**src/hw/issue_settings.svh**
```systemverilog
// Global sizing for the issue slice
// Data width, register file size, issue queue depth and bundle width
`ifndef ISSUE_SETTINGS_SVH
`define ISSUE_SETTINGS_SVH

// Integer datapath width
`define ISSUE_XLEN 64

// Architectural registers and the index width that addresses them
`define ISSUE_NREGS 16
`define ISSUE_RIDX_W $clog2(`ISSUE_NREGS)

// Issue queue entries, also the allocator's starting credit count
`define ISSUE_DEPTH 4

`define ISSUE_SLOTS 2 // Operations per decoded bundle

`endif

```
**src/hw/issue_pkg.sv**
```systemverilog
// Shared types of the issue slice
// ALU operation codes and the issue queue entry
`include "issue_settings.svh"

package issue_pkg;

  // ******************************
  // Operation codes
  // ******************************
  typedef enum logic [1:0] {
    alu_add = 2'd0,
    alu_sub = 2'd1,
    alu_and = 2'd2,
    alu_xor = 2'd3
  } alu_op_e;

  // One decoded operation as it sits in the issue queue
  typedef struct packed {
    alu_op_e                  op;
    logic [`ISSUE_RIDX_W-1:0] rd;
    logic [`ISSUE_RIDX_W-1:0] ra;
    logic [`ISSUE_RIDX_W-1:0] rb;
    logic                     imm_en; // Immediate takes the place of rb
    logic [`ISSUE_XLEN-1:0]   imm;
    logic                     fwd_a;  // ra is the rd of the previous operation
    logic                     fwd_b;
  } issue_entry_t;

endpackage

```
**src/hw/bypass_regfile.sv**
```systemverilog
// Integer register file
// Two read ports, one write port, write data forwarded to same-cycle reads
`timescale 1ns/1ps
`include "issue_settings.svh"

module bypass_regfile (
  input  logic                     clk,
  input  logic                     rst,
  input  logic [`ISSUE_RIDX_W-1:0] ra_addr,
  input  logic [`ISSUE_RIDX_W-1:0] rb_addr,
  input  logic                     wr_en,
  input  logic [`ISSUE_RIDX_W-1:0] wr_addr,
  input  logic [`ISSUE_XLEN-1:0]   wr_data,
  output logic [`ISSUE_XLEN-1:0]   ra_data,
  output logic [`ISSUE_XLEN-1:0]   rb_data
);

  logic [`ISSUE_XLEN-1:0] regs [`ISSUE_NREGS];
  logic                   hit_a;
  logic                   hit_b;

  // ******************************
  // Storage
  // ******************************
  always_ff @(posedge clk) begin
    if (rst) begin
      for (int i = 0; i < `ISSUE_NREGS; i++) begin
        regs[i] <= '0;
      end
    end else if (wr_en) begin
      regs[wr_addr] <= wr_data;
    end
  end

  // A reader two operations behind its producer lands here in the write cycle
  assign hit_a = wr_en && (wr_addr == ra_addr);
  assign hit_b = wr_en && (wr_addr == rb_addr);

  assign ra_data = hit_a ? wr_data : regs[ra_addr];
  assign rb_data = hit_b ? wr_data : regs[rb_addr];

endmodule

```
**src/hw/slot_allocator.sv**
```systemverilog
// Slot allocator
// Holds one bundle, emits its valid slots in program order, tags forwarding
// hints from the last pushed destination and keeps the queue credit count
`timescale 1ns/1ps
`include "issue_settings.svh"

module slot_allocator (
  input  logic                     clk,
  input  logic                     rst,
  input  logic                     bundle_valid,
  output logic                     bundle_ready,
  input  logic                     s0_valid,
  input  issue_pkg::alu_op_e       s0_op,
  input  logic [`ISSUE_RIDX_W-1:0] s0_rd,
  input  logic [`ISSUE_RIDX_W-1:0] s0_ra,
  input  logic [`ISSUE_RIDX_W-1:0] s0_rb,
  input  logic                     s0_imm_en,
  input  logic [`ISSUE_XLEN-1:0]   s0_imm,
  input  logic                     s1_valid,
  input  issue_pkg::alu_op_e       s1_op,
  input  logic [`ISSUE_RIDX_W-1:0] s1_rd,
  input  logic [`ISSUE_RIDX_W-1:0] s1_ra,
  input  logic [`ISSUE_RIDX_W-1:0] s1_rb,
  input  logic                     s1_imm_en,
  input  logic [`ISSUE_XLEN-1:0]   s1_imm,
  input  logic                     credit_return,
  output logic                     push,
  output issue_pkg::issue_entry_t  push_entry
);

  localparam int CRED_W = $clog2(`ISSUE_DEPTH + 1);

  logic [`ISSUE_SLOTS-1:0]  hold_valid; // Slots of the held bundle still to emit
  issue_pkg::issue_entry_t  hold_entry [`ISSUE_SLOTS];
  logic [`ISSUE_RIDX_W-1:0] last_rd;
  logic                     last_valid;
  logic [CRED_W-1:0]        credits;
  logic                     accept;
  logic                     sel;
  issue_pkg::issue_entry_t  cur;

  assign bundle_ready = ~|hold_valid;
  assign accept = bundle_valid && bundle_ready;
  assign sel = ~hold_valid[0]; // Slot0 goes first whenever it is still pending
  assign push = (|hold_valid) && (credits != '0);

  // Hints compare against the destination of the operation pushed just before
  always_comb begin
    cur = hold_entry[sel];
    cur.fwd_a = last_valid && (cur.ra == last_rd);
    cur.fwd_b = last_valid && !cur.imm_en && (cur.rb == last_rd);
  end

  assign push_entry = cur;

  // ******************************
  // Bundle holding register
  // ******************************
  always_ff @(posedge clk) begin
    if (accept) begin
      hold_entry[0] <= '{op: s0_op, rd: s0_rd, ra: s0_ra, rb: s0_rb, imm_en: s0_imm_en,
                         imm: s0_imm, fwd_a: 1'b0, fwd_b: 1'b0};
      hold_entry[1] <= '{op: s1_op, rd: s1_rd, ra: s1_ra, rb: s1_rb, imm_en: s1_imm_en,
                         imm: s1_imm, fwd_a: 1'b0, fwd_b: 1'b0};
    end
    if (push) begin
      last_rd <= cur.rd;
    end
  end

  always_ff @(posedge clk) begin
    if (rst) begin
      hold_valid <= '0;
      last_valid <= 1'b0;
      credits <= CRED_W'(`ISSUE_DEPTH);
    end else begin
      if (accept) begin
        hold_valid <= {s1_valid, s0_valid};
      end else if (push) begin
        hold_valid[sel] <= 1'b0;
      end
      if (push) begin
        last_valid <= 1'b1;
      end
      case ({push, credit_return})
        2'b10:   credits <= credits - 1'b1;
        2'b01:   credits <= credits + 1'b1;
        default: credits <= credits; // Spent and returned in the same cycle
      endcase
    end
  end

  // More credits than queue entries means the queue returned one twice
  a_credit_max: assert property (@(posedge clk) disable iff (rst)
    credits <= CRED_W'(`ISSUE_DEPTH));

  // A credit comes back only for an entry that was pushed and is still owed
  a_credit_owed: assert property (@(posedge clk) disable iff (rst)
    credit_return |-> credits != CRED_W'(`ISSUE_DEPTH));

endmodule

```
**src/hw/issue_fifo.sv**
```systemverilog
// Issue queue
// Circular buffer with occupancy count, one credit returned per pop
`timescale 1ns/1ps
`include "issue_settings.svh"

module issue_fifo (
  input  logic                    clk,
  input  logic                    rst,
  input  logic                    push,
  input  issue_pkg::issue_entry_t push_entry,
  input  logic                    pop,
  output logic                    pop_valid,
  output issue_pkg::issue_entry_t pop_entry,
  output logic                    credit_return
);

  localparam int PTR_W = $clog2(`ISSUE_DEPTH);
  localparam int CNT_W = $clog2(`ISSUE_DEPTH + 1);

  issue_pkg::issue_entry_t mem [`ISSUE_DEPTH];
  logic [PTR_W-1:0]        wr_ptr;
  logic [PTR_W-1:0]        rd_ptr;
  logic [CNT_W-1:0]        count;

  // Wraps at the last entry so the depth need not be a power of two
  function automatic logic [PTR_W-1:0] ptr_inc(input logic [PTR_W-1:0] p);
    return (p == PTR_W'(`ISSUE_DEPTH - 1)) ? '0 : p + 1'b1;
  endfunction

  assign pop_valid = (count != '0);
  assign pop_entry = mem[rd_ptr]; // Head is shown as soon as it is written

  always_ff @(posedge clk) begin
    if (push) begin
      mem[wr_ptr] <= push_entry;
    end
  end

  // ******************************
  // Pointers, count and credits
  // ******************************
  always_ff @(posedge clk) begin
    if (rst) begin
      wr_ptr <= '0;
      rd_ptr <= '0;
      count <= '0;
      credit_return <= 1'b0;
    end else begin
      if (push) begin
        wr_ptr <= ptr_inc(wr_ptr);
      end
      if (pop) begin
        rd_ptr <= ptr_inc(rd_ptr);
      end
      case ({push, pop})
        2'b10:   count <= count + 1'b1;
        2'b01:   count <= count - 1'b1;
        default: count <= count;
      endcase
      credit_return <= pop; // Freed entry goes back to the allocator next cycle
    end
  end

  // The allocator only pushes against a credit, so a full queue never sees one
  a_no_overflow: assert property (@(posedge clk) disable iff (rst)
    push |-> count != CNT_W'(`ISSUE_DEPTH));

endmodule

```
**src/hw/alu_exec.sv**
```systemverilog
// Execute unit
// Operand read stage, ALU stage with previous-result forwarding,
// write-back stage feeding the register file and the outputs
`timescale 1ns/1ps
`include "issue_settings.svh"

module alu_exec (
  input  logic                     clk,
  input  logic                     rst,
  input  logic                     stall,
  input  logic                     pop_valid,
  input  issue_pkg::issue_entry_t  pop_entry,
  output logic                     pop,
  output logic                     wb_valid,
  output logic [`ISSUE_RIDX_W-1:0] wb_rd,
  output logic [`ISSUE_XLEN-1:0]   wb_data
);

  logic [`ISSUE_XLEN-1:0]   rf_a;
  logic [`ISSUE_XLEN-1:0]   rf_b;
  logic                     op_valid;
  issue_pkg::alu_op_e       op_op;
  logic [`ISSUE_RIDX_W-1:0] op_rd;
  logic                     op_fwd_a;
  logic                     op_fwd_b;
  logic [`ISSUE_XLEN-1:0]   op_a;
  logic [`ISSUE_XLEN-1:0]   op_b;
  logic                     ex_valid;
  logic [`ISSUE_RIDX_W-1:0] ex_rd;
  logic [`ISSUE_XLEN-1:0]   ex_result;
  logic [`ISSUE_XLEN-1:0]   alu_a;
  logic [`ISSUE_XLEN-1:0]   alu_b;
  logic [`ISSUE_XLEN-1:0]   alu_out;
  logic                     rf_wr_en;

  assign pop = pop_valid && !stall;
  assign rf_wr_en = ex_valid && !stall; // One write per retiring operation

  bypass_regfile u_regfile (
    .clk     (clk),
    .rst     (rst),
    .ra_addr (pop_entry.ra),
    .rb_addr (pop_entry.rb),
    .wr_en   (rf_wr_en),
    .wr_addr (ex_rd),
    .wr_data (ex_result),
    .ra_data (rf_a),
    .rb_data (rf_b)
  );

  // ******************************
  // Operand stage
  // ******************************
  always_ff @(posedge clk) begin
    if (pop) begin
      op_op <= pop_entry.op;
      op_rd <= pop_entry.rd;
      op_fwd_a <= pop_entry.fwd_a;
      op_fwd_b <= pop_entry.fwd_b;
      op_a <= rf_a;
      op_b <= pop_entry.imm_en ? pop_entry.imm : rf_b;
    end
  end

  // ******************************
  // ALU stage
  // ******************************
  // ex_result only reloads on a real operation, so it always holds the last result
  assign alu_a = op_fwd_a ? ex_result : op_a;
  assign alu_b = op_fwd_b ? ex_result : op_b;

  always_comb begin
    case (op_op)
      issue_pkg::alu_add: alu_out = alu_a + alu_b;
      issue_pkg::alu_sub: alu_out = alu_a - alu_b;
      issue_pkg::alu_and: alu_out = alu_a & alu_b;
      default:            alu_out = alu_a ^ alu_b;
    endcase
  end

  always_ff @(posedge clk) begin
    if (!stall && op_valid) begin
      ex_rd <= op_rd;
      ex_result <= alu_out;
    end
    if (rf_wr_en) begin
      wb_rd <= ex_rd;
      wb_data <= ex_result;
    end
  end

  always_ff @(posedge clk) begin
    if (rst) begin
      op_valid <= 1'b0;
      ex_valid <= 1'b0;
      wb_valid <= 1'b0;
    end else begin
      if (!stall) begin
        op_valid <= pop;
        ex_valid <= op_valid;
      end
      wb_valid <= rf_wr_en; // Pulses once per write, never stretched by stall
    end
  end

  a_wb_known: assert property (@(posedge clk) disable iff (rst) !$isunknown(wb_valid));

endmodule

```
**src/hw/issue_top.sv**
```systemverilog
// Issue slice top level
// Slot allocator, issue queue and execute unit
`timescale 1ns/1ps
`include "issue_settings.svh"

module issue_top (
  input  logic                     clk,
  input  logic                     rst,
  input  logic                     stall,
  input  logic                     bundle_valid,
  output logic                     bundle_ready,
  input  logic                     s0_valid,
  input  issue_pkg::alu_op_e       s0_op,
  input  logic [`ISSUE_RIDX_W-1:0] s0_rd,
  input  logic [`ISSUE_RIDX_W-1:0] s0_ra,
  input  logic [`ISSUE_RIDX_W-1:0] s0_rb,
  input  logic                     s0_imm_en,
  input  logic [`ISSUE_XLEN-1:0]   s0_imm,
  input  logic                     s1_valid,
  input  issue_pkg::alu_op_e       s1_op,
  input  logic [`ISSUE_RIDX_W-1:0] s1_rd,
  input  logic [`ISSUE_RIDX_W-1:0] s1_ra,
  input  logic [`ISSUE_RIDX_W-1:0] s1_rb,
  input  logic                     s1_imm_en,
  input  logic [`ISSUE_XLEN-1:0]   s1_imm,
  output logic                     wb_valid,
  output logic [`ISSUE_RIDX_W-1:0] wb_rd,
  output logic [`ISSUE_XLEN-1:0]   wb_data
);

  logic                    push;
  issue_pkg::issue_entry_t push_entry;
  logic                    credit_return;
  logic                    pop_valid;
  issue_pkg::issue_entry_t pop_entry;
  logic                    pop;

  slot_allocator u_alloc (
    .clk           (clk),
    .rst           (rst),
    .bundle_valid  (bundle_valid),
    .bundle_ready  (bundle_ready),
    .s0_valid      (s0_valid),
    .s0_op         (s0_op),
    .s0_rd         (s0_rd),
    .s0_ra         (s0_ra),
    .s0_rb         (s0_rb),
    .s0_imm_en     (s0_imm_en),
    .s0_imm        (s0_imm),
    .s1_valid      (s1_valid),
    .s1_op         (s1_op),
    .s1_rd         (s1_rd),
    .s1_ra         (s1_ra),
    .s1_rb         (s1_rb),
    .s1_imm_en     (s1_imm_en),
    .s1_imm        (s1_imm),
    .credit_return (credit_return),
    .push          (push),
    .push_entry    (push_entry)
  );

  issue_fifo u_queue (
    .clk           (clk),
    .rst           (rst),
    .push          (push),
    .push_entry    (push_entry),
    .pop           (pop),
    .pop_valid     (pop_valid),
    .pop_entry     (pop_entry),
    .credit_return (credit_return)
  );

  alu_exec u_exec (
    .clk       (clk),
    .rst       (rst),
    .stall     (stall),
    .pop_valid (pop_valid),
    .pop_entry (pop_entry),
    .pop       (pop),
    .wb_valid  (wb_valid),
    .wb_rd     (wb_rd),
    .wb_data   (wb_data)
  );

endmodule

```
**config.mk**
```make
export PLATFORM = sky130hd
export DESIGN_NAME = issue_top
export DESIGN_NICKNAME = d
export VERILOG_FILES = /design/src/hw/issue_pkg.sv /design/src/hw/bypass_regfile.sv /design/src/hw/slot_allocator.sv /design/src/hw/issue_fifo.sv /design/src/hw/alu_exec.sv /design/src/hw/issue_top.sv
export VERILOG_INCLUDE_DIRS = /design/src /design/src/hw
export SDC_FILE = /design/constraint.sdc
export NUM_CORES = 2
export LEC_CHECK = 0
export BUFFER_PORTS_ARGS = -buffer_cell sky130_fd_sc_hd__clkbuf_2
export CAP_MARGIN = 40
export CELL_PAD_IN_SITES_DETAIL_PLACEMENT = 1
export CELL_PAD_IN_SITES_GLOBAL_PLACEMENT = 2
export CORE_ASPECT_RATIO = 1.25
export CORE_MARGIN = 1
export CORE_UTILIZATION = 50
export CTS_CLUSTER_DIAMETER = 150
export DETAILED_ROUTE_END_ITERATION = 6
export GPL_ROUTABILITY_DRIVEN = 0
export HOLD_SLACK_MARGIN = 0.03
export PLACE_DENSITY_LB_ADDON = 0.12
export SETUP_SLACK_MARGIN = 0.1
export SYNTH_ARGS = -nofsm -noshare
export SYNTH_HDL_FRONTEND = slang
export SYNTH_SLANG_ARGS = --single-unit
```
**constraint.sdc**
```tcl
create_clock -name clk -period 12.4 [get_ports clk]
set_input_delay 2.48 -clock clk [delete_from_list [all_inputs] [get_ports clk]]
set_output_delay 2.48 -clock clk [all_outputs]
set_load 0.01 [all_outputs]
```
# ---- Word-level counts from Yosys, hierarchy flattened
# Memories as Yosys holds them, arrays and structs flattened. A register that Yosys moved wholly into a read port is not among the register bits.
# Index checks and enable logic that the tools add are counted.
dict set report op_classes {
  add_sub_neg 8
  n_lt_le_gt_ge 2
  eq_ne 12
  mux 28
  n_bitwise 5
  n_reduce_logical 22
}
# op count
set ops {}
lappend ops {{$mux W64} 6}
lappend ops {{$pmux W64 S3} 1}
lappend ops {{$add A64 B64 Y64} 1}
lappend ops {{$and A64 B64 Y64} 1}
lappend ops {{$reduce_or A64 Y1} 1}
lappend ops {{$sub A64 B64 Y64} 1}
lappend ops {{$xor A64 B64 Y64} 1}
lappend ops {{$eq A4 B4 Y1} 4}
lappend ops {{$mux W2} 6}
lappend ops {{$pmux W3 S2} 2}
lappend ops {{$logic_and A1 B1 Y1} 11}
lappend ops {{$mux W1} 11}
lappend ops {{$eq A2 B2 Y1 const B} 5}
lappend ops {{$add A3 B1 Y3 const B} 2}
lappend ops {{$eq A2 B1 Y1 const B} 3}
lappend ops {{$reduce_bool A2 Y1} 3}
lappend ops {{$reduce_bool A3 Y1} 2}
lappend ops {{$sub A3 B1 Y3 const B} 2}
lappend ops {{$add A2 B1 Y2 const B} 2}
lappend ops {{$mux W4} 1}
lappend ops {{$logic_not A1 Y1} 3}
lappend ops {{$and A2 B2 Y2} 1}
lappend ops {{$logic_not A2 Y1} 1}
lappend ops {{$lt A1 B2 Y1 const B} 1}
lappend ops {{other kinds (5)} 5}
dict set report totals {
  register_bits 293
  mem_bits_rw 1506
  inputBits 164
  out_inout_bits 70
  n_memories 3
}
# name depth word_bits read_ports rd_ports_with_merged_regs wr line
set mem_list {}
lappend mem_list {u_exec.u_regfile.regs 16 64 2 0 16 bypass_regfile.sv:18} ;# logic [`ISSUE_XLEN-1:0] regs [`ISSUE_NREGS];
lappend mem_list {u_queue.mem 4 81 1 1 1 issue_fifo.sv:20} ;# issue_pkg::issue_entry_t mem [`ISSUE_DEPTH];
lappend mem_list {u_alloc.hold_entry 2 79 1 0 2 slot_allocator.sv:34} ;# issue_pkg::issue_entry_t hold_entry [`ISSUE_SLOTS];

# ---- Depth between registers and ports, before layout
dict set report logic_depth {
  depth_word 9
  mapped_depth 27
}

# ---- Modules after synthesis
# A second synthesis with hierarchy kept.
dict set report unflattened {
  cells_unflattened 5974
  area_unflattened_um2 91561.6
}
# module instances cells_each area_per_inst_um2
set by_module_without_submodules {}
lappend by_module_without_submodules {bypass_regfile 1 3489 54412.2}
lappend by_module_without_submodules {alu_exec 1 1717 18712.9}
lappend by_module_without_submodules {issue_fifo 1 473 12239.2}
lappend by_module_without_submodules {slot_allocator 1 295 6197.2}

# ---- Least setup slack after synthesis
# OpenSTA, ideal clock, no wires.
dict set report synth_timing {
  path_type {input to register}
  from {input port stall}
  to {register u_queue.count[2]}
  arrival_time_ns 7.118
  required_time_ns 12.330
  path_slack_ns 5.212
  path_stages 9
  n_path_buf 1
  path_cell_list {or2_2 clkbuf_1 inv_1 ha_1 inv_1 fa_1 xor2_1 or3_1 a21oi_1}
}
dict set report synth_via {
  elab_chain_cells 4
  word_cells_on_any_way 6
  classes_between {2 x eq/ne; 1 x mux; 3 x reduce/logical}
}
# element line
set synth_lines {}
lappend synth_lines {{start, declared} issue_top.sv:9} ;# input logic stall,
lappend synth_lines {{$logic_not A1 Y1 (*)} alu_exec.sv:36} ;# assign pop = pop_valid && !stall;
lappend synth_lines {{$logic_and A1 B1 Y1 (*)} alu_exec.sv:36}
lappend synth_lines {{net pop} issue_top.sv:36} ;# logic pop;
lappend synth_lines {{$eq A2 B1 Y1 or $eq A2 B2 Y1 (tied branches)} issue_fifo.sv:55} ;# case ({push, pop})
lappend synth_lines {{$pmux W3 S2 or $reduce_bool A2 Y1 (tied branches)} --}
lappend synth_lines {{end signal, assigned} issue_fifo.sv:56} ;# 2'b10: count <= count + 1'b1;
lappend synth_lines {{end signal, assigned} issue_fifo.sv:57} ;# 2'b01: count <= count - 1'b1;
lappend synth_lines {{end signal, assigned} issue_fifo.sv:58} ;# default: count <= count;
lappend synth_lines {{end, declared} issue_fifo.sv:23} ;# logic [CNT_W-1:0] count;
# The timed path passes the listed nets; every way through them passes the cells marked *.
# A chain may end at the register's enable or synchronous reset.

# ---- Worst setup path after layout
dict set report layout_timing {
  from {register u_exec.op_fwd_b}
  to {register u_exec.ex_result[57] (data pin)}
}
dict set report layout_via {
  elab_chain_cells 3
  word_cells_on_any_way 6
  classes_between {2 x add/sub; 2 x mux; 2 x bitwise}
}
# element line
set layout_lines {}
lappend layout_lines {{start, declared} alu_exec.sv:25} ;# logic op_fwd_b;
lappend layout_lines {{start signal, assigned} alu_exec.sv:59} ;# op_fwd_b <= pop_entry.fwd_b;
lappend layout_lines {{$mux W64 (*)} alu_exec.sv:70} ;# assign alu_b = op_fwd_b ? ex_result : op_b;
lappend layout_lines {{$sub A64 B64 Y64 (tied with other cells)} alu_exec.sv:75} ;# issue_pkg::alu_sub: alu_out = alu_a - alu_b;
lappend layout_lines {{$pmux W64 S3 (*)} alu_exec.sv:73} ;# case (op_op)
lappend layout_lines {{net u_exec.alu_out[57]} alu_exec.sv:33} ;# logic [`ISSUE_XLEN-1:0] alu_out;
lappend layout_lines {{end signal, assigned} alu_exec.sv:84} ;# ex_result <= alu_out;
lappend layout_lines {{end, declared} alu_exec.sv:30} ;# logic [`ISSUE_XLEN-1:0] ex_result;
# Marked as above.

==> flow_metrics.tcl <==
set metrics [dict create \
    synth_edf_count 1782 \
    worst_clock_skew_ns 0.0281 \
    slew_violations 0 \
    syn_area_um2 92200 \
    io_pins 234 \
    rrSetupSlack_ns 5.53 \
    post-dp-hpwl_um 186000 \
    area_growth_pct 11.2 \
    fin_tns_setup_ns 0 \
    fmax_ghz 0.146 \
    grt_pass1_vias 57257 \
    fin_crit_sh_pct 55.4 \
    endpoint_kind "flip-flop" \
    hold_viol 0 \
    synth.top_cell.area_share_pct 58.0 \
    cap_viol_max_count 0 \
    fin_nets 6604 \
    worstHoldPathType "reg -> reg" \
    syn_nets 6596 \
    drc 0 \
    endpoint "u_exec.ex_result[57]$_DFFE_PP_" \
    initialDrtViolationCount 6297 \
    gr-usage-all-layers_pct 29.9 \
    slew_headroom_pct 30.5 \
    ant_nets 0 \
    drive_gt1_share_pct 24.3 \
    critPathKind "reg -> reg" \
    cts_setup_buffers 0 \
    arrival_ns 7.46 \
    cts_resized 0 \
    dieArea_um2 186000 \
    r2r-start "u_exec.op_fwd_b$_DFFE_PP_" \
    antenna_found_initial 16 \
    rsz0062_at_grt "no" \
    routed_wl_um 277000 \
    dp_cells 8500 \
    clock_latency_ns 0.86 \
    rows 175 \
    htreeDepth 4 \
    period_minus_slack_ns 6.87 \
    cts_buffer_depth 3 \
    cts_hold_buf 0 \
    synth_area_leaders "edfxtp_1 58%, mux4_2 14%, and2_1 7.0%" \
    synth-seq-cells 1801 \
    critical_path_required_ns 13.00 \
    portBuffers 233 \
    cts-root-buf "clkbuf_16" \
    cts_buffers 184 \
    r2r_end "u_exec.ex_result[57]$_DFFE_PP_" \
    synth-main-ff-cell "edfxtp_1" \
    syn_inst 6294 \
    grt_pass1_wl_um 404000 \
    die_w_um 386 \
    critPathLaunch "u_exec.op_fwd_b$_DFFE_PP_" \
    cellLeakagePower_uw 0.0363 \
    powerDensity_nw_per_um2 203 \
    yosys_warnings 0 \
    yosys.area.top_type "edfxtp_1" \
    start_kind "flip-flop" \
    yosys-top-cells-count "1782 x edfxtp_1, 1033 x and2_1, 593 x mux4_2" \
    core_area_um2 183000 \
    clock-sinks 1801 \
    reg2reg_depth 19 \
    hp-start "u_exec.op_rd[0]$_DFFE_PP_" \
    final_cells 8841 \
    fp.dieH_um 482 \
    peakVddDrop_mv 0.158 \
    yosysUniqueCellTypes 80 \
    grt_max_degree 118 \
    cp_max_fo 46 \
    gr-total-overflow 0 \
    finalSetupViolations 0 \
    seq_area_frac_synth_pct 58.5 \
    nFillCells 16981 \
    synth.avg_cell_area_um2 14.6 \
    routedWlPerCell_um 31.3 \
    worst_slew_pin_slew_ns 1.04 \
    clk_pin_slew_ns 0.07 \
    start_util_pct 50.5 \
    tritoncts "built" \
    routed-via-count 56476 \
    avgViaCountPerCell 6.39 \
    synthArstFlopShare_pct 0 \
    status "finished clean" \
    synth_most_common_cell "edfxtp_1" \
    firstDrtPassIters 6 \
]
cell type report:
cell class	instances	area [um^2]	share of cell area [%]
diodes	2	5.00	0.00488
multi-input cells	3862	36000	35.1
repair buffers	387	3390	3.30
clock inverters	111	1120	1.10
clock buffers	223	4860	4.74
inverters	66	255	0.249
flip-flops and latches	1801	53900	52.6
well taps	2389	2990	2.92
state kept, by name (all words and copies together), names as in the netlist, 4 cells and up, named ones only:
register	count
u_exec.wb_data	64
u_exec.wb_rd	4
u_exec.op_rd	4
u_exec.op_b	64
u_alloc.hold_entry	158
u_exec.u_regfile.regs	1024
u_exec.ex_result	64
u_exec.ex_rd	4
u_exec.op_a	64
u_queue.mem	324
u_alloc.last_rd	4
per-stage QoR:
stage | setup WS, ns | hold slack, ns | total power, uW | util [%] | instance area (um^2)
4_1_cts | 5.52 | 0.433 | 20800 | 56.1 | 102000
6_report | 5.53 | 0.431 | 20800 | 56.1 | 103000
3_5_place_dp | 5.62 | 0.406 | 15200 | 52.8 | 96500
5_1_grt | 5.20 | 0.450 | 21600 | 56.1 | 103000
3_3_place_gp | 5.61 | 0.402 | 14900 | 52.0 | 95000
2_1_floorplan | 5.21 | 0.400 | 12600 | - | 92200
critical path: stages (launching register included):
cell and delay [ns]:
edfxtp_1 0.34, buf_4 0.50, mux2i_1 0.40, ha_1 0.29
o21ai_0 0.20, nor4_1 0.70, nand4_1 0.42, nor4_2 0.75
nand2_1 0.19, o21ai_0 0.23, xor2_1 0.17, ha_1 0.33
a21oi_1 0.36, o211ai_1 0.16, a21o_1 0.18, a31oi_1 0.22
o21ai_0 0.17, o21bai_1 0.35, a2111o_1 0.47, and3_1 0.14
cells by family (layout without fill, tap and decap cells):
kind of cell	after synthesis	count (layout)	share of synthesized area, %
AOI/OAI and AO/OA	767	767	5.01
buffers and inverters	631	787	2.71
and+or+nand+nor	1780	1780	10.9
muxes	1047	1047	19.8
adders and majority gates	138	138	1.90
DFF	1801	1801	58.5
xor gates and xnor gates	130	130	1.24
other	0	2	0
routing by layer:
layer / GRT usage (%) / share of wire, % / up-vias
met5: 0 / 0.0047 / -
met4: 5.67 / 1.6 / 2
met3: 5.28 / 9.0 / 268
met2: 44.7 / 45 / 2394
met1: 46.1 / 44 / 29832
li1: - / - / 23980
worst min-delay path by stage:
stage                           endpoint  slack (ns)  cells after the start
6_report       u_exec.ex_rd[0]$_DFFE_PP_        0.43                      0
5_1_grt        u_exec.ex_rd[2]$_DFFE_PP_        0.45                      0
4_1_cts        u_exec.ex_rd[0]$_DFFE_PP_        0.43                      0
3_5_place_dp   u_exec.ex_rd[0]$_DFFE_PP_        0.41                      0
3_3_place_gp   u_exec.ex_rd[0]$_DFFE_PP_        0.40                      0
2_1_floorplan  u_exec.ex_rd[0]$_DFFE_PP_        0.40                      0
power by group:
part / leakage [uW] / switching, uW / internal (uW) / total, uW
registers: 0.0177 / 292 / 7300 / 7590
logic: 0.0157 / 4620 / 2970 / 7590
clock network: 0.00291 / 2460 / 3150 / 5610
total: 0.0363 / 7360 / 13400 / 20800
placed cells by master (no fill, tap or decap), types with 135 or more instances in the layout:
cell type | netlist | layout
edfxtp_1 | 1782 | 1782
and2_1 | 1033 | 1028
mux4_2 | 593 | 584
mux2_2 | 255 | 255
a21oi_1 | 253 | 253
nand2_1 | 247 | 247
clkbuf_2 | 0 | 233
o21ai_0 | 223 | 223
mux2i_1 | 197 | 197
clkbuf_16 | 0 | 189
nor2_1 | 194 | 182
a211oi_1 | 139 | 139
ha_1 | 135 | 135
No activity file was read; power rests on OpenSTA's default activity.
